===== config.mk =====
export PLATFORM = sky130hd
export DESIGN_NAME = round_ctrl
export DESIGN_NICKNAME = d
export VERILOG_FILES = /design/src/hw/tetris_pkg.sv /design/src/hw/round_ctrl.sv
export VERILOG_INCLUDE_DIRS = /design/src /design/src/include
export SDC_FILE = /design/constraint.sdc
export NUM_CORES = 1
export LEC_CHECK = 0
export ABC_AREA = 1
export BUFFER_PORTS_ARGS = -buffer_cell sky130_fd_sc_hd__buf_2
export CORE_UTILIZATION = 25
export CTS_CLUSTER_DIAMETER = 60
export DETAILED_ROUTE_END_ITERATION = 7
export PLACE_DENSITY = 0.62
export SETUP_SLACK_MARGIN = 0.4
export SLEW_MARGIN = 20
export SYNTH_ARGS = -nofsm -noshare
export SYNTH_HDL_FRONTEND = slang
export SYNTH_SLANG_ARGS = --single-unit

===== constraint.sdc =====
create_clock -name clk -period 1.6 [get_ports clk]
set_clock_uncertainty 0.15 [all_clocks]
set_input_delay 0.16 -clock clk [delete_from_list [all_inputs] [get_ports clk]]
set_output_delay 0.16 -clock clk [all_outputs]
set_load 0.05 [all_outputs]

===== src/include/tetris_consts.svh =====
`ifndef TETRIS_CONSTS_SVH
`define TETRIS_CONSTS_SVH

// --------------------------------------------------
// Board geometry
// --------------------------------------------------
`define BOARD_COLS   6
`define VIS_ROWS     12
`define ALL_ROWS     16    // Visible rows plus four overflow rows

`define ROUND_PIECES 16    // Round ends here at the latest

// --------------------------------------------------
// Field widths
// --------------------------------------------------
`define SHAPE_W      3
`define ROW_IDX_W    4
`define COL_IDX_W    3
`define SCORE_W      4

// Shape codes as carried on piece_i
`define SHAPE_O      3'd0  // 2x2 square
`define SHAPE_I_VERT 3'd1
`define SHAPE_I_HORZ 3'd2
`define SHAPE_J_DOWN 3'd3  // Foot on the left, stem hangs down on the right
`define SHAPE_L_FLAT 3'd4
`define SHAPE_L_UP   3'd5
`define SHAPE_S_VERT 3'd6
`define SHAPE_Z_FLAT 3'd7

`endif


===== src/hw/tetris_pkg.sv =====
`include "tetris_consts.svh"

package tetris_pkg;

	// --------------------------------------------------
	// Board words
	// --------------------------------------------------

	// One row, bit n is column n
	typedef logic [`BOARD_COLS-1:0] row_t;

	// Row 11 sits in the top bits of the flat view
	typedef union packed {
		row_t [`VIS_ROWS-1:0]                rows;
		logic [`VIS_ROWS*`BOARD_COLS-1:0]    flat;
	} board_vis_u;

	// --------------------------------------------------
	// Piece traffic
	// --------------------------------------------------
	typedef struct packed {
		logic [`SHAPE_W-1:0]   shape;
		logic [`COL_IDX_W-1:0] col;    // Leftmost column of the piece
	} piece_req_t;

	typedef struct packed {
		logic [`ROW_IDX_W-1:0] row;    // Row 0 is the floor
		logic [`COL_IDX_W-1:0] col;
	} cell_t;

	// Landing cells of one piece, order is shape specific
	typedef struct packed {
		cell_t [3:0] cells;
	} drop_plan_t;

endpackage


===== src/hw/round_ctrl.sv =====
`timescale 1ns/1ps
`include "tetris_consts.svh"

module round_ctrl (
	input  logic                             clk,
	input  logic                             rst_n,
	input  logic                             in_valid_i,
	input  logic                             full_row_i,
	input  logic                             overflow_i,
	input  tetris_pkg::board_vis_u           board_i,
	output logic                             place_o,
	output logic                             clear_o,
	output logic                             score_valid_o,
	output logic                             fail_o,
	output logic                             tetris_valid_o,
	output logic [`SCORE_W-1:0]              score_o,
	output logic [`VIS_ROWS*`BOARD_COLS-1:0] tetris_o
);

	localparam logic [1:0] ST_IDLE   = 2'd0;  // Waiting for a piece
	localparam logic [1:0] ST_SETTLE = 2'd1;  // Removing full rows
	localparam logic [1:0] ST_REPORT = 2'd2;
	localparam int         CNT_W     = $clog2(`ROUND_PIECES + 1);

	logic [1:0]          state_q;
	logic [1:0]          state_d;
	logic [CNT_W-1:0]    piece_cnt_q;
	logic [`SCORE_W-1:0] score_q;
	logic                round_end;

	// --------------------------------------------------
	// FSM
	// --------------------------------------------------
	always_comb begin
		state_d = state_q;
		case (state_q)
			ST_IDLE:   if (in_valid_i) state_d = ST_SETTLE;
			ST_SETTLE: if (!full_row_i) state_d = ST_REPORT;  // Board has settled
			ST_REPORT: state_d = ST_IDLE;
			default:   state_d = ST_IDLE;
		endcase
	end

	always_ff @(posedge clk or negedge rst_n) begin
		if (!rst_n) begin
			state_q <= ST_IDLE;
		end else begin
			state_q <= state_d;
		end
	end

	assign place_o   = in_valid_i && (state_q == ST_IDLE);
	assign round_end = overflow_i || (piece_cnt_q == CNT_W'(`ROUND_PIECES));

	// --------------------------------------------------
	// Piece and point counters
	// --------------------------------------------------
	always_ff @(posedge clk or negedge rst_n) begin
		if (!rst_n) begin
			piece_cnt_q <= '0;
			score_q     <= '0;
		end else if (clear_o) begin
			piece_cnt_q <= '0;
			score_q     <= '0;
		end else begin
			if (place_o)
				piece_cnt_q <= piece_cnt_q + 1'b1;
			if ((state_q == ST_SETTLE) && full_row_i)
				score_q <= score_q + 1'b1;  // One point per removed row
		end
	end

	// Outputs are zero outside their valid pulse
	assign score_valid_o  = (state_q == ST_REPORT);
	assign tetris_valid_o = score_valid_o && round_end;
	assign clear_o        = tetris_valid_o;
	assign fail_o         = score_valid_o && overflow_i;
	assign score_o        = score_valid_o ? score_q : '0;
	assign tetris_o       = tetris_valid_o ? board_i.flat : '0;

	// --------------------------------------------------
	// Checks
	// --------------------------------------------------
	a_busy_piece: assert property (
		@(posedge clk) disable iff (!rst_n)
		in_valid_i |-> (state_q == ST_IDLE)
	) else $error("round_ctrl: piece arrived while busy and was dropped");

	// Round end comes with a score pulse and leaves a fresh round behind
	a_round_end: assert property (
		@(posedge clk) disable iff (!rst_n)
		tetris_valid_o |-> score_valid_o ##1 (piece_cnt_q == '0 && score_q == '0 && !overflow_i)
	) else $error("round_ctrl: round end without score pulse or clean restart");

endmodule


==> flow_summary.toml <==
[cells_and_area]
syn_to_final_growth_pct = 192
fin_nets = 508
drive_gt1_frac = 0.686
postLayoutCellArea_um2 = 3550
n_antenna_cell = 0
stdcell_count = 481

[drt]
remaining_drc_errors = 0
via_per_inst = 4.18
drt_pre_antenna_iters = 6
vias = 2011
ant_nets = 0
first_iter_violations = 56
wire_per_inst_um = 13.2
drt_wl_total_mm = 6.37

[logic_synthesis]
synth-compound-area-share = 0.0164
ys_seq_area_frac = 0.226
synthAdderAreaFrac = 0.0308
synth_xor_area_frac = 0.0144
avgSynthCellArea_um2 = 5.10
synth_cell_types = 16
synth.mux.area_fraction = 0
syn_nets = 319
synthCells = 239
ys_warn_count = 0
synthesis.area_um2 = 1220
synth-simple-area-share = 0.389
ys_seq_elements = 11
synth_top_family_by_area = "simple AND/OR/NAND/NOR gates"

[timing]
finalWorstSetupSlack_ns = -0.360
fin_hold_ws_ns = 0.113
period_share = 1.23
slew_headroom = 0.834
fmax_ghz = 0.510
hold_violations = 0
slew_viol_final = 0
setup_viol = 83
rsz0062_at_grt = "true"
setup_tns_ns = -23.92
min_period_ns = 1.96
tightest_slew_ns = 0.249

[clock_tree]
h-tree-depth = 1
cts_sinks = 11
clk_latency_ns = 0.24
root_buffer = "clkbuf_8"
numCtsBuffers = 3
cts_buffer_depth = 2
tritoncts = "done"
clk_pin_slew_ns = 0.05

[floorplanning]
io_pins = 158
rows = 25
die_h_um = 71.8
design.die.area_um2 = 5160
initial_core_util = 0.260
dieWidth_um = 71.8
core_um2 = 4690

[hold_path]
min-delay-path-class = "input pin to register"

[global_route]
grt_pass1_wl_mm = 8.51
grt_pass1_vias = 1759
grt_use_total = 0.210
grt_antenna_before_repair = 0
grt_max_degree = 36
overflow = 0

[setup_path]
crit_type = "register to output port"
required_ns = 1.29
cp-end-kind = "output port"
path_max_fanout = 5
critical_path.startpoint_type = "register"
crit_arrival_ns = 1.65

[status]
outcome = "complete, but fails checks"
violations = "setup timing"

[placed_design]
io_buffers = 157
placed_area_um2 = 2440
globalplace.congestion = 0.794
dp.cells = 453
hpwl_mm = 3.93

[pwr]
leakage_nw = 1.98
p_per_area_nw_per_um2 = 786
ir_drop_mv = 0.730

[job]
cap_viol_max_count = 0
==> Yosys cell counts (all sizes together) <==
cell type / number / area (um^2)
o21ai: 3 / 15.0
a21oi: 1 / 5.00
nand2: 18 / 70.1
nand3: 5 / 25.0
nand4: 1 / 6.26
nor3: 1 / 5.00
inv: 89 / 334
nor2: 96 / 368
buf: 9 / 60.1
xor2: 2 / 17.5
ha: 3 / 37.5
dfrtp: 11 / 275
==> final cells by class <==
class | instances | area [um^2]
Clock buffer | 4 | 45.0
Fill cell | 326 | 1140
Inverter | 89 | 342
Multi-Input combinational cell | 131 | 1040
Sequential cell | 11 | 275
Tap cell | 54 | 67.6
Timing Repair Buffer | 192 | 1780
==> layout by cell type (no fill, tap or decap), types with 2 or more instances in the layout <==
master         instances
buf_4                 17
nor2_1                13
dlygate4sd3_1          2
clkbuf_8               3
nor2_4                40
nand2_4                3
nand2_1               12
dfrtp_1               11
buf_12                 5
inv_2                  3
ha_4                   2
clkbuf_16              2
inv_1                 84
xor2_1                 2
buf_6                 80
nand3_2                2
clkinvlp_4             2
nor2_2                43
buf_8                  6
nand3_1                2
buf_16                 4
nand2_2                3
o21ai_0                3
buf_2                 76
==> kinds of logic (layout without fill, tap and decap cells) <==
family,count (synthesis),after routing
simple gates,121,122
compound gates,4,4
buf+inv,98,285
xor+xnor,2,2
fa+ha+maj,3,3
flops,11,11
==> sequential cells by signal (all words and copies together), names as in the netlist <==
register     flops
piece_cnt_q      5
score_q          4
state_q          2
==> power by group <==
part           internal, mW  leakage [nW]  switching (mW)  total, mW
Sequential            0.399         0.140          0.0973      0.497
Clock                 0.175        0.0228           0.107      0.282
Combinational         0.857          1.82            1.16       2.01
==> worst paths after layout <==
| check | startpoint | endpoint | slack [ns] | depth (start not counted) |
|---|---|---|---|---|
| hold / removal | in_valid_i | state_q[0]$_DFFE_PN0P_ | 0.11 | 3 |
| setup / recovery | piece_cnt_q[0]$_DFFE_PN0P_ | tetris_o[15] | -0.36 | 9 |
| setup reg to reg | piece_cnt_q[0]$_DFFE_PN0P_ | piece_cnt_q[0]$_DFFE_PN0P_ | -0.05 | 9 |
| min in group asynchronous | rst_n | piece_cnt_q[3]$_DFFE_PN0P_ | 0.17 | 2 |
| hold reg to reg | score_q[3]$_DFFE_PN0P_ | score_q[3]$_DFFE_PN0P_ | 0.40 | 2 |
| max in group asynchronous | rst_n | score_q[2]$_DFFE_PN0P_ | 0.93 | 2 |
==> worst max-delay path: stages, from the launching register on <==
cell and delay (ns):
dfrtp_1 0.39, inv_2 0.08, ha_4 0.14, nand3_4 0.08
nand2_4 0.11, nand2_8 0.09, buf_12 0.13, buf_16 0.14
nor2_4 0.10, buf_6 0.16
==> through the flow <==
step           utilization  setup slack [ns]  total power, mW
3_3_place_gp         0.519            -0.153             1.87
3_5_place_dp         0.519            -0.181             1.89
6_report             0.757            -0.360             2.79
5_1_grt              0.757            -0.426             2.96
4_1_cts              0.680            -0.349             2.53
2_1_floorplan            -            -0.235             1.47
==> routing by layer <==
metal,global-route usage,share of wire,wire length [um],vias up
met1,0.256,0.40,2540,902
met4,0.0654,0.015,95,0
met5,0,0,0,-
li1,-,-,-,1016
met2,0.378,0.53,3370,85
met3,0.0295,0.057,366,8
==> what timing repair did <==
action / 4_1_cts / 5_1_grt
gates resized for setup: 160 / 66
buffers inserted: 8 / 6
hold buffers: 2 / 0
cloned: 3 / 5
hold endpoints to repair: 12 / 0
pin swaps: 3 / 3
endpoints found under the setup margin: 90 / 90
Power figures use the tool's default switching activity.
