--- config.mk ---
export PLATFORM = sky130hd
export DESIGN_NAME = board_store
export DESIGN_NICKNAME = d
export VERILOG_FILES = /design/src/hw/tetris_pkg.sv /design/src/hw/board_store.sv
export VERILOG_INCLUDE_DIRS = /design/src /design/src/include
export SDC_FILE = /design/constraint.sdc
export NUM_CORES = 1
export LEC_CHECK = 0
export BUFFER_PORTS_ARGS = -buffer_cell sky130_fd_sc_hd__buf_4
export CAP_MARGIN = 20
export CORE_MARGIN = 5
export CORE_UTILIZATION = 50
export CTS_CLUSTER_SIZE = 25
export DETAILED_ROUTE_END_ITERATION = 6
export PLACE_DENSITY_LB_ADDON = 0.3
export RECOVER_POWER = 100
export SLEW_MARGIN = 20
export SYNTH_ARGS = -nofsm -noshare
export SYNTH_HDL_FRONTEND = slang
export SYNTH_SLANG_ARGS = --single-unit
--- constraint.sdc ---
create_clock -name clk -period 2.7 [get_ports clk]
set_clock_uncertainty 0.1 [all_clocks]
set_input_delay 0.135 -clock clk [delete_from_list [all_inputs] [get_ports clk]]
set_output_delay 0.135 -clock clk [all_outputs]
set_load 0.1 [all_outputs]
--- src/include/tetris_consts.svh ---
`ifndef TETRIS_CONSTS_SVH
`define TETRIS_CONSTS_SVH

// --------------------------------------------------
// Board geometry
// --------------------------------------------------
`define BOARD_COLS   6
`define VIS_ROWS     12
`define ALL_ROWS     16    // Visible rows plus four overflow rows

`define ROUND_PIECES 16    // Round ends here at the latest

// --------------------------------------------------
// Field widths
// --------------------------------------------------
`define SHAPE_W      3
`define ROW_IDX_W    4
`define COL_IDX_W    3
`define SCORE_W      4

// Shape codes as carried on piece_i
`define SHAPE_O      3'd0  // 2x2 square
`define SHAPE_I_VERT 3'd1
`define SHAPE_I_HORZ 3'd2
`define SHAPE_J_DOWN 3'd3  // Foot on the left, stem hangs down on the right
`define SHAPE_L_FLAT 3'd4
`define SHAPE_L_UP   3'd5
`define SHAPE_S_VERT 3'd6
`define SHAPE_Z_FLAT 3'd7

`endif

--- src/hw/tetris_pkg.sv ---
`include "tetris_consts.svh"

package tetris_pkg;

	// --------------------------------------------------
	// Board words
	// --------------------------------------------------

	// One row, bit n is column n
	typedef logic [`BOARD_COLS-1:0] row_t;

	// Row 11 sits in the top bits of the flat view
	typedef union packed {
		row_t [`VIS_ROWS-1:0]                rows;
		logic [`VIS_ROWS*`BOARD_COLS-1:0]    flat;
	} board_vis_u;

	// --------------------------------------------------
	// Piece traffic
	// --------------------------------------------------
	typedef struct packed {
		logic [`SHAPE_W-1:0]   shape;
		logic [`COL_IDX_W-1:0] col;    // Leftmost column of the piece
	} piece_req_t;

	typedef struct packed {
		logic [`ROW_IDX_W-1:0] row;    // Row 0 is the floor
		logic [`COL_IDX_W-1:0] col;
	} cell_t;

	// Landing cells of one piece, order is shape specific
	typedef struct packed {
		cell_t [3:0] cells;
	} drop_plan_t;

endpackage

--- src/hw/board_store.sv ---
`timescale 1ns/1ps
`include "tetris_consts.svh"

module board_store (
	input  logic                   clk,
	input  logic                   rst_n,
	input  logic                   place_i,
	input  logic                   clear_i,
	input  tetris_pkg::drop_plan_t plan_i,
	output tetris_pkg::board_vis_u board_o,
	output logic                   full_row_o,
	output logic                   overflow_o
);

	tetris_pkg::row_t [`ALL_ROWS-1:0] rows_q;
	tetris_pkg::row_t [`ALL_ROWS-1:0] rows_d;
	logic [`VIS_ROWS-1:0]             full_vec;   // One bit per complete visible row
	logic [`ROW_IDX_W-1:0]            low_full;   // Lowest complete row
	logic                             cell_hit;   // Planned cell already taken

	// --------------------------------------------------
	// Row status
	// --------------------------------------------------
	always_comb begin
		for (int r = 0; r < `VIS_ROWS; r++)
			full_vec[r] = &rows_q[r];
	end

	always_comb begin
		low_full = '0;
		for (int r = `VIS_ROWS - 1; r >= 0; r--) begin
			if (full_vec[r])
				low_full = `ROW_IDX_W'(r);
		end
	end

	assign full_row_o = |full_vec;
	assign overflow_o = |rows_q[`ALL_ROWS-1:`VIS_ROWS];  // Anything in the hidden rows
	assign board_o.rows = rows_q[`VIS_ROWS-1:0];

	// --------------------------------------------------
	// Next board
	// --------------------------------------------------
	always_comb begin
		rows_d = rows_q;
		if (clear_i) begin
			rows_d = '0;
		end else if (place_i) begin
			for (int k = 0; k < 4; k++)
				rows_d[plan_i.cells[k].row][plan_i.cells[k].col] = 1'b1;
		end else if (full_row_o) begin
			// Drop everything above the removed row by one
			for (int r = 0; r < `ALL_ROWS - 1; r++) begin
				if (r >= int'(low_full))
					rows_d[r] = rows_q[r + 1];
			end
			rows_d[`ALL_ROWS-1] = '0;
		end
	end

	always_ff @(posedge clk or negedge rst_n) begin
		if (!rst_n) begin
			rows_q <= '0;
		end else begin
			rows_q <= rows_d;
		end
	end

	// Overlap of the planned cells with the current board
	always_comb begin
		cell_hit = 1'b0;
		for (int k = 0; k < 4; k++)
			cell_hit = cell_hit | rows_q[plan_i.cells[k].row][plan_i.cells[k].col];
	end

	// --------------------------------------------------
	// Checks
	// --------------------------------------------------
	a_place_clear: assert property (
		@(posedge clk) disable iff (!rst_n)
		!(place_i && clear_i)
	) else $error("board_store: place_i and clear_i high together");

	// Planner must land the piece on free cells of a settled board
	a_land_free: assert property (
		@(posedge clk) disable iff (!rst_n)
		place_i |-> (!cell_hit && !full_row_o && !overflow_o)
	) else $error("board_store: piece placed over occupied or unsettled board");

endmodule

==> reports/qor.yml, run 1 <==
sta:
  finalCritPeriodShare: 0.934
  hold_viol_final: 0
  fmax_mhz: 397
  rsz0062_at_grt: "false"
  finalSetupViolCount: 0
  period_minus_slack_ns: 2.52
  slew_headroom: 0.187
  drv_slew: 0
  fin_setup_tns_ns: 0
  worstMarginPinSlew_ns: 1.22
worst_hold_path:
  hold_path_depth: 3
  hold_class: "in -> reg"
drt:
  drt_wl_total_mm: 35.3
  firstDrtPassIters: 7
  top_layer: "met4"
  wl_met2_mm: 15.0
  drc: 0
  ant_nets: 0
  wl_met1_mm: 14.0
  viasPerCell: 7.10
  dr_wl_met3_mm: 4.51
  post_drt_wl_per_cell_um: 26.5
  drt_iter0_drc: 1528
  vias: 9477
outcome:
  outcome: "finished, final reports clean"
die:
  die_area_mm2: 0.0197
  die_y_um: 140
  io_pins: 106
  start_util: 0.510
  dieWidth_um: 140
  core-area_mm2: 0.0166
  rows: 47
worst_setup_path:
  required_ns: 2.89
  r2r_cells: 7
  crit_family: "buffers and inverters"
  cp.arrival_ns: 2.71
  crit_buf_inv: 4
  end_kind: "register"
  worstSetupPathType: "in -> reg"
  max_stage_delay_ns: 0.80
  cp_slowest_cell: "nor2_1"
  path_cells: "clkbuf_1 > clkbuf_2 > inv_1 > buf_4 > nor2_1 > o21ai_0 > nand2_1"
  worstPathMaxFanout: 43
  crit_path_start_kind: "input port"
  cp.depth: 7
final_layout:
  ff_latch_area_mm2: 0.00240
  stdcell_count: 1335
  fillers: 1750
  fin_util: 0.538
  nNetsFinal: 1142
  final_cell_mix: "158 x nor2_1, 116 x a21oi_1, 96 x dfrtp_1"
  multiInputGateArea_mm2: 0.00514
  area_growth_pct: 5.42
  drive_gt1_frac: 0.117
  num_antenna_cells: 0
  final_common_cell: "nor2_1"
cts:
  cts_tree: "yes"
  post_cts_resize_count: 0
  root_buffer: "clkbuf_16"
  clock_path_buffers: 2
  numCtsBuffers: 9
  clk_latency_ns: 0.36
  clk_transition_reported_paths_ns: 0.07
  cts_sinks: 96
  cts.htree.levels: 3
grt:
  track_usage: 0.346
  gr-total-overflow: 0
  grt_pass1_wl_mm: 53.0
  grt_pass1_vias: 8751
  antenna_found_initial: 0
  grt_max_degree: 73
yosys:
  syn_area_mm2: 0.00849
  yosysSeqAreaShare: 0.283
  synth_async_sr_flop_share: 1.00
  synth_edf_count: 0
  syn_inst: 1110
  synth_nets: 1142
  synth-warning-count: 0
  syn_avg_cell_area_um2: 7.65
  ys.flop_type: "dfrtp_1"
  ys_ff_latch: 96
  synthDistinctLibCells: 62
  synth_top_area_share: 0.283
  synthTopCellsByArea: "dfrtp_1 28%, nor2_1 7.0%, a21oi_1 6.8%, buf_4 6.5%, a22oi_1 6.1%"
  synth.largest_area_cell: "dfrtp_1"
pwr:
  power_switching_uw: 1870
  internal_power_uw: 2570
  clockPowerShare: 0.301
  power_frac_comb: 0.324
  vdd.ir_drop.worst_mv: 0.309
  seqPwrFrac: 0.375
  p_leak_uw: 0.00336
  power_uw: 4450
  p_per_area_mw_per_mm2: 497
  p_sw_frac: 0.421
placement:
  portBuffers: 105
  place.gp.congestion: 1.13
  dp_cells: 1318
  dp_hpwl_mm: 25.2
flow_run:
  max-cap-violations: 0
-- kinds of logic (layout without fill, tap and decap cells) --
| group | count (synthesis) | after routing | synth area share |
|---|---|---|---|
| AOI/OAI and AO/OA | 384 | 384 | 0.310 |
| buffers and inverters | 160 | 165 | 0.107 |
| DFF | 96 | 96 | 0.283 |
| muxes | 24 | 24 | 0.0354 |
| and+or+nand+nor | 446 | 446 | 0.264 |
-- metrics by stage --
stage,cell area [um^2],hold slack (ns),worst slack (ns)
2_1_floorplan,8490,-0.261,0.566
3_3_place_gp,8980,0.103,0.277
3_5_place_dp,8980,0.0978,0.253
4_1_cts,9290,0.105,0.230
5_1_grt,8950,0.136,0.0720
6_report,8950,0.110,0.179
-- final timing paths --
path | from | to | slack (ns)
setup / recovery | place_i | rows_q[90]$_DFFE_PN0P_ | 0.18
hold / removal | clear_i | board_o[16]$_DFFE_PN0P_ | 0.11
setup reg to reg | board_o[44]$_DFFE_PN0P_ | board_o[62]$_DFFE_PN0P_ | 0.21
hold reg to reg | rows_q[92]$_DFFE_PN0P_ | rows_q[92]$_DFFE_PN0P_ | 0.43
max in group asynchronous | rst_n | board_o[45]$_DFFE_PN0P_ | 0.64
min in group asynchronous | rst_n | rows_q[91]$_DFFE_PN0P_ | 0.45
-- timing repair --
| action | in CTS | in global routing |
|---|---|---|
| setup buffers | 0 | 0 |
| hold buffers | 1 | 0 |
| setup endpoints to repair | 0 | 0 |
| hold endpoints to repair | 48 | 0 |
-- registers in the layout, summed over array words and instances (netlist names) --
signal	count
board_o	72
rows_q	24
-- metal layers --
| metal | up-vias | track usage |
|---|---|---|
| met2 | 779 | 0.510 |
| met5 | - | 0 |
| met1 | 4438 | 0.487 |
| met4 | 0 | 0.157 |
| met3 | 173 | 0.0740 |
| li1 | 4087 | - |
-- tightest hold or removal path, cell delays in order --
cell    delay (ns)
buf_4         0.11
nor4_2        0.10
a22o_1        0.19
-- layout make-up --
type / count / share of cell area
Multi-Input combinational cell: 854 / 0.574
Sequential cell: 96 / 0.268
Timing Repair Buffer: 146 / 0.0916
Tap cell: 220 / 0.0308
Clock buffer: 12 / 0.0275
Clock inverter: 4 / 0.00601
Inverter: 3 / 0.00126
-- power by group through the flow --
stage                     registers, uW  clock network [uW]  logic [uW]
after floorplan                    1650                   0        1180
after global placement             1690                   0        1480
after detailed placement           1690                   0        1490
after CTS                          1670                1350        1490
after global routing               1680                1420        1500
final                              1670                1340        1440
-- synth_stat cells, types with 16 or more instances --
cell type	instances
clkbuf_1	68
nand2b_1	17
buf_4	73
nor4_1	23
o21ai_0	54
o21bai_1	24
dfrtp_1	96
nor2_1	159
nand2_1	89
a21oi_1	116
a22o_1	22
nor3_1	30
nand3_1	32
a22oi_1	69
o221ai_1	16
a221oi_1	24
or3_1	21
(Power assumes the default switching activity.)
==> inputs of run 2 (changes only) <==
--- a/config.mk
+++ b/config.mk
@@ -8,7 +8,6 @@
 export LEC_CHECK = 0
 export BUFFER_PORTS_ARGS = -buffer_cell sky130_fd_sc_hd__buf_4
 export CAP_MARGIN = 20
-export CORE_MARGIN = 5
 export CORE_UTILIZATION = 50
 export CTS_CLUSTER_SIZE = 25
 export DETAILED_ROUTE_END_ITERATION = 6
==> run 2 against run 1 <==
Net effect: the flow now finishes with violations (design-rule violations); total power decreased by 2.6%; via count increased by 0.68%; sequential power about the same; non-clock buffer count increased by 13; maximum frequency decreased by 1.1%; wire length increased by 1.3%; combinational power about the same; first-iteration DRC count increased by 8.1%.
==> reports/qor.yml, run 2 (synthesis gave the netlist of run 1 again) <==
worst_hold_path:
  min_from: "clear_i"  # unchanged
  hold_class: "in -> reg"  # unchanged
  hold_path_depth: 3  # unchanged
  hold_path_end: "board_o[16]$_DFFE_PN0P_"  # unchanged
grt:
  top_usage_layer: "met2"  # unchanged
  grt_max_degree: 84  # was 73
  grt_pass1_wl_mm: 53.2  # was 53.0 mm
  track_usage: 0.404  # was 0.346
  grt.met1_usage: 0.539  # was 0.487
  gr-total-overflow: 0  # unchanged
  grt_util_met2: 0.593  # was 0.510
  antenna_found_initial: 0  # unchanged
  grt_use_met3: 0.110  # was 0.0740
  grt_pass1_vias: 8712  # was 8751
cts:
  clk_latency_ns: 0.37  # was 0.36 ns
  post_cts_buffers: 0  # unchanged
  cts.htree.levels: 3  # unchanged
  numCtsBuffers: 9  # unchanged
  clock_path_buffers: 2  # unchanged
  cts_tree: "yes"  # unchanged
  root_buffer: "clkbuf_16"  # unchanged
  clk_transition_reported_paths_ns: 0.07  # about the same
  cts_sinks: 96  # unchanged
outcome:
  violations: "design-rule violations"
  outcome: "complete, but fails checks"  # was finished, final reports clean
worst_setup_path:
  r2r_cells: 7  # unchanged
  r2r_end: "board_o[63]$_DFFE_PN0P_"  # was board_o[62]$_DFFE_PN0P_
  reg2reg_from: "board_o[61]$_DFFE_PN0P_"  # was board_o[44]$_DFFE_PN0P_
  rrSetupSlack_ns: 0.15  # was 0.21 ns
  crit_path_start_kind: "register"  # was input port
  worstPathMaxFanout: 6  # was 43
  required_ns: 2.85  # was 2.89 ns
  cp.arrival_ns: 2.70  # was 2.71 ns
  worstSetupPathType: "reg -> reg"  # was in -> reg
  end_kind: "register"  # unchanged
pwr:
  p_leak_uw: 0.00338  # was 0.00336 uW
  seqPwrFrac: 0.386  # was 0.375
  power_frac_comb: 0.335  # was 0.324
  p_per_area_mw_per_mm2: 483  # was 497 mW/mm^2
  internal_power_uw: 2460  # was 2570 uW
  power_switching_uw: 1870  # about the same
  p_sw_frac: 0.432  # was 0.421
  clockPowerShare: 0.279  # was 0.301
  vdd.ir_drop.worst_mv: 0.314  # was 0.309 mV
sta:
  rsz0062_at_grt: "false"  # unchanged
  drv_slew: 0  # unchanged
  finalSetupViolCount: 0  # unchanged
  slew_headroom: 0.175  # was 0.187
  fmax_mhz: 392  # was 397 MHz
  worstMarginPinSlew_ns: 1.24  # was 1.22 ns
  period_minus_slack_ns: 2.55  # was 2.52 ns
  hold_viol_final: 0  # unchanged
  finalCritPeriodShare: 0.944  # was 0.934
  worst_slack_ns: 0.152  # was 0.179 ns
  fin_setup_tns_ns: 0  # unchanged
drt:
  ant_nets: 0  # unchanged
  drt_wl_total_mm: 35.8  # was 35.3 mm
  vias: 9541  # was 9477
  viasPerCell: 7.08  # was 7.10
  post_drt_wl_per_cell_um: 26.5  # about the same
  drc: 1  # was 0
  firstDrtPassIters: 7  # unchanged
  drt_iter0_drc: 1652  # was 1528
die:
  rows: 47  # unchanged
  dieWidth_um: 132  # was 140 um
  io_pins: 106  # unchanged
  die_area_mm2: 0.0175  # was 0.0197 mm^2
  core-area_mm2: 0.0166  # about the same
  start_util: 0.512  # was 0.510
  die_y_um: 132  # was 140 um
placement:
  place_area_mm2: 0.00906  # was 0.00898 mm^2
  dp_hpwl_mm: 25.4  # was 25.2 mm
  place.gp.congestion: 1.09  # was 1.13
  portBuffers: 105  # unchanged
  pre_cts_ws_ns: 0.0839  # was 0.253 ns
final_layout:
  largest_reg_flops: 72  # unchanged
  num_antenna_cells: 0  # unchanged
  fin_util: 0.540  # was 0.538
  final_common_cell: "nor2_1"  # unchanged
  drive_gt1_frac: 0.121  # was 0.117
  design_area_mm2: 0.00896  # was 0.00895 mm^2
  area_growth_pct: 5.56  # was 5.42%
  nNetsFinal: 1155  # was 1142
  final_cell_mix: "157 x nor2_1, 116 x a21oi_1, 96 x dfrtp_1"  # was 158 x nor2_1, 116 x a21oi_1, 96 x dfrtp_1
flow_run:
  max-cap-violations: 0  # unchanged
## run 2: changes by cell type in the layout (fill, tap and decap cells not counted), sizes merged
cell	delta
clkbuf	+3
bufinv	-1
clkinvlp	+1
buf	+10
## run 2: power by group through the flow
stage                     Sequential (uW)  Combinational, uW  Clock [uW]
after CTS                            1670               1500        1230
after floorplan                      1650               1180           0
final                                1670               1450        1210
after global placement               1690               1500           0
after global routing                 1680               1500        1270
after detailed placement             1700               1500           0
## run 2: final cells by class
| cell class | count | area, um^2 |
|---|---|---|
| well taps | 220 | 275 |
| clock inverters | 4 | 31.3 |
| repair buffers | 159 | 888 |
| clock buffers | 12 | 236 |
| flip-flops and latches | 96 | 2400 |
| multi-input cells | 854 | 5120 |
| fillers | 1734 | 7620 |
| inverters | 3 | 11.3 |
## run 2: worst max-delay path by stage
stage | startpoint | to | slack (ns)
2_1_floorplan | board_o[64]$_DFFE_PN0P_ | board_o[36]$_DFFE_PN0P_ | 0.57
3_3_place_gp | board_o[42]$_DFFE_PN0P_ | board_o[48]$_DFFE_PN0P_ | 0.13
3_5_place_dp | board_o[42]$_DFFE_PN0P_ | board_o[48]$_DFFE_PN0P_ | 0.08
4_1_cts | board_o[42]$_DFFE_PN0P_ | board_o[48]$_DFFE_PN0P_ | 0.07
5_1_grt | board_o[46]$_DFFE_PN0P_ | board_o[61]$_DFFE_PN0P_ | 0.04
6_report | board_o[61]$_DFFE_PN0P_ | board_o[63]$_DFFE_PN0P_ | 0.15
## run 2: critical path, cell delays in order (launching register included)
cell	delay, ns
dfrtp_1	0.47
nand2_1	0.15
or3_1	0.38
a211oi_1	0.42
o31ai_2	0.19
nor2_4	0.23
o21ai_2	0.17
mux2_2	0.31
## run 2: routing by layer
layer / routed length [um] / up-vias
li1: - / 4110
met1: 13700 / 4447
met2: 15100 / 805
met3: 4860 / 179
met4: 2040 / 0
met5: 0 / -
## run 2: through the flow
stage	hold WS, ns	total power (uW)	cells
after floorplan	-0.261	2830	1110
after global placement	0.0998	3180	1331
after detailed placement	0.0939	3190	1331
after CTS	0.104	4400	1348
after global routing	0.126	4460	1348
final	0.113	4330	1348
## run 2: timing repair
| action | 4_1_cts | 5_1_grt |
|---|---|---|
| hold endpoints to repair | 48 | 0 |
| resized for setup | 0 | 1 |
| setup endpoints to repair | 0 | 18 |
| hold buffers | 1 | 0 |
==> inputs of run 3 (changes only) <==
--- a/config.mk
+++ b/config.mk
@@ -8,6 +8,8 @@
 export LEC_CHECK = 0
 export BUFFER_PORTS_ARGS = -buffer_cell sky130_fd_sc_hd__buf_4
 export CAP_MARGIN = 20
+export CORE_ASPECT_RATIO = 1.1
+export CORE_MARGIN = 2
 export CORE_UTILIZATION = 50
 export CTS_CLUSTER_SIZE = 25
 export DETAILED_ROUTE_END_ITERATION = 6
==> run 3 against run 2 <==
Net effect: the flow still finishes with violations (design-rule violations); non-clock buffer count is 10 lower; total power is 4.6% higher; wire length is 3.5% lower; die area is 3.1% higher; sequential share of layout area hardly changed; global-route usage is 2.2 points lower; highest routed layer unchanged; worst setup slack worse by 0.017 ns; clock-buffer cell count is 2 lower.
==> reports/qor.yml, run 3 (synthesis gave the netlist of run 1 again) <==
cts:
  clk_latency_ns: 0.37  # about the same
  cts_tree: "yes"  # unchanged
  clk_transition_reported_paths_ns: 0.08  # was 0.07 ns
  cts.htree.levels: 3  # unchanged
  cts_sinks: 96  # unchanged
  root_buffer: "clkbuf_16"  # unchanged
  cts_hold_buf: 1  # unchanged
  numCtsBuffers: 9  # unchanged
  post_cts_resize_count: 0  # unchanged
  post_cts_buffers: 0  # unchanged
  clock_path_buffers: 2  # unchanged
die:
  core-area_mm2: 0.0165  # was 0.0166 mm^2
  start_util: 0.515  # was 0.512
  rows: 49  # was 47
  io_pins: 106  # unchanged
  die_y_um: 141  # was 132 um
  dieWidth_um: 128  # was 132 um
  die_area_mm2: 0.0180  # was 0.0175 mm^2
sta:
  worstMarginPinSlew_ns: 1.19  # was 1.24 ns
  hold_viol_final: 0  # unchanged
  finalSetupViolCount: 0  # unchanged
  slew_headroom: 0.208  # was 0.175
  fmax_mhz: 390  # was 392 MHz
  period_minus_slack_ns: 2.57  # was 2.55 ns
  finalCritPeriodShare: 0.950  # was 0.944
  fin_setup_tns_ns: 0  # unchanged
  drv_slew: 0  # unchanged
  rsz0062_at_grt: "false"  # unchanged
drt:
  viasPerCell: 7.11  # was 7.08
  drt_wl_total_mm: 34.5  # was 35.8 mm
  post_drt_wl_per_cell_um: 26.1  # was 26.5 um
  ant_nets: 0  # unchanged
  vias: 9406  # was 9541
  drc: 12  # was 1
  drt_iter0_drc: 1386  # was 1652
  firstDrtPassIters: 7  # unchanged
final_layout:
  drive_gt1_frac: 0.121  # about the same
  stdcell_count: 1323  # was 1348
  largest_reg_flops: 72  # unchanged
  fillers: 1690  # was 1734
  final_cell_mix: "158 x nor2_1, 116 x a21oi_1, 96 x dfrtp_1"  # was 157 x nor2_1, 116 x a21oi_1, 96 x dfrtp_1
  nNetsFinal: 1145  # was 1155
  final_common_cell: "nor2_1"  # unchanged
  area_growth_pct: 5.53  # was 5.56%
worst_setup_path:
  crit_path_start_kind: "register"  # unchanged
  required_ns: 2.85  # about the same
  worstSetupPathType: "reg -> reg"  # unchanged
  cp.arrival_ns: 2.72  # was 2.70 ns
  end_kind: "register"  # unchanged
  worstPathMaxFanout: 6  # unchanged
pwr:
  internal_power_uw: 2650  # was 2460 uW
  p_per_area_mw_per_mm2: 506  # was 483 mW/mm^2
  power_frac_comb: 0.316  # was 0.335
  power_switching_uw: 1880  # was 1870 uW
  seqPwrFrac: 0.369  # was 0.386
  vdd.ir_drop.worst_mv: 0.311  # was 0.314 mV
  p_leak_uw: 0.00339  # was 0.00338 uW
  clockPowerShare: 0.316  # was 0.279
  p_sw_frac: 0.415  # was 0.432
placement:
  place.gp.congestion: 1.07  # was 1.09
  dp_hpwl_mm: 24.8  # was 25.4 mm
  portBuffers: 105  # unchanged
  dp_cells: 1305  # was 1331
outcome:
  outcome: "complete, but fails checks"  # unchanged
  violations: "design-rule violations"  # unchanged
grt:
  track_usage: 0.381  # was 0.404
  gr-total-overflow: 0  # unchanged
  grt_pass1_wl_mm: 52.0  # was 53.2 mm
  grt_pass1_vias: 8581  # was 8712
  antenna_found_initial: 1  # was 0
  grt_max_degree: 95  # was 84
flow_run:
  max-cap-violations: 0  # unchanged
worst_hold_path:
  hold_class: "in -> reg"  # unchanged
run 3: changes by cell type in the layout (fill, tap and decap cells not counted), moves of 2 or more:
cell / change
buf_4: -8
clkbuf_1: -7
mux2_1: -5
mux2_4: +5
clkinvlp_4: -3
bufinv_16: +2
clkbuf_2: +2
nor2_2: -2
run 3: metrics by stage:
step / setup WS, ns / power [uW] / instance area, um^2 / hold slack [ns] / util
finish: 0.134 / 4530 / 8960 / 0.0702 / 0.543
global route: 0.0409 / 4670 / 8960 / 0.0830 / 0.543
CTS: 0.272 / 4590 / 9310 / 0.0671 / 0.565
detailed placement: 0.288 / 3170 / 8980 / 0.0768 / 0.545
global placement: 0.347 / 3160 / 8980 / 0.0798 / 0.545
floorplan: 0.566 / 2830 / 8490 / -0.261 / -
run 3: worst paths after layout:
| kind | depth (start not counted) | from | to | slack (ns) |
|---|---|---|---|---|
| setup / recovery | 7 | board_o[59]$_DFFE_PN0P_ | board_o[38]$_DFFE_PN0P_ | 0.13 |
| max in group asynchronous | 3 | rst_n | rows_q[76]$_DFFE_PN0P_ | 0.55 |
| min in group asynchronous | 2 | rst_n | board_o[20]$_DFFE_PN0P_ | 0.40 |
| setup reg to reg | 7 | board_o[59]$_DFFE_PN0P_ | board_o[38]$_DFFE_PN0P_ | 0.13 |
| hold / removal | 2 | clear_i | board_o[11]$_DFFE_PN0P_ | 0.07 |
| hold reg to reg | 2 | rows_q[91]$_DFFE_PN0P_ | rows_q[91]$_DFFE_PN0P_ | 0.41 |
run 3: critical path, cell delays in order, from the launching register on:
cell	delay [ns]
dfrtp_1	0.44
nand2_1	0.09
nor3_1	0.44
a211oi_1	0.13
o31ai_2	0.44
nand3_4	0.12
a21oi_4	0.32
mux2_1	0.36
run 3: final cells by class:
| class | count | area (um^2) | area share |
|---|---|---|---|
| repair buffers | 149 | 840 | 0.0937 |
| inverters | 3 | 11.3 | 0.00126 |
| diodes | 1 | 2.50 | 0.000279 |
| well taps | 204 | 255 | 0.0285 |
| clock inverters | 6 | 91.3 | 0.0102 |
| multi-input cells | 854 | 5130 | 0.572 |
| clock buffers | 10 | 229 | 0.0256 |
| flip-flops and latches | 96 | 2400 | 0.268 |
run 3: metal layers:
metal	share of wire	wire length, um	global-route usage
met5	0	0	0
met2	0.44	15100	0.567
met4	0.057	1960	0.201
met3	0.11	3940	0.0964
met1	0.39	13500	0.511
run 3: power groups by stage:
stage | clock (uW) | sequential (uW) | combinational (uW)
after floorplan | 0 | 1650 | 1180
after global placement | 0 | 1690 | 1480
after detailed placement | 0 | 1690 | 1470
after CTS | 1450 | 1670 | 1480
after global routing | 1500 | 1680 | 1490
final | 1430 | 1670 | 1430
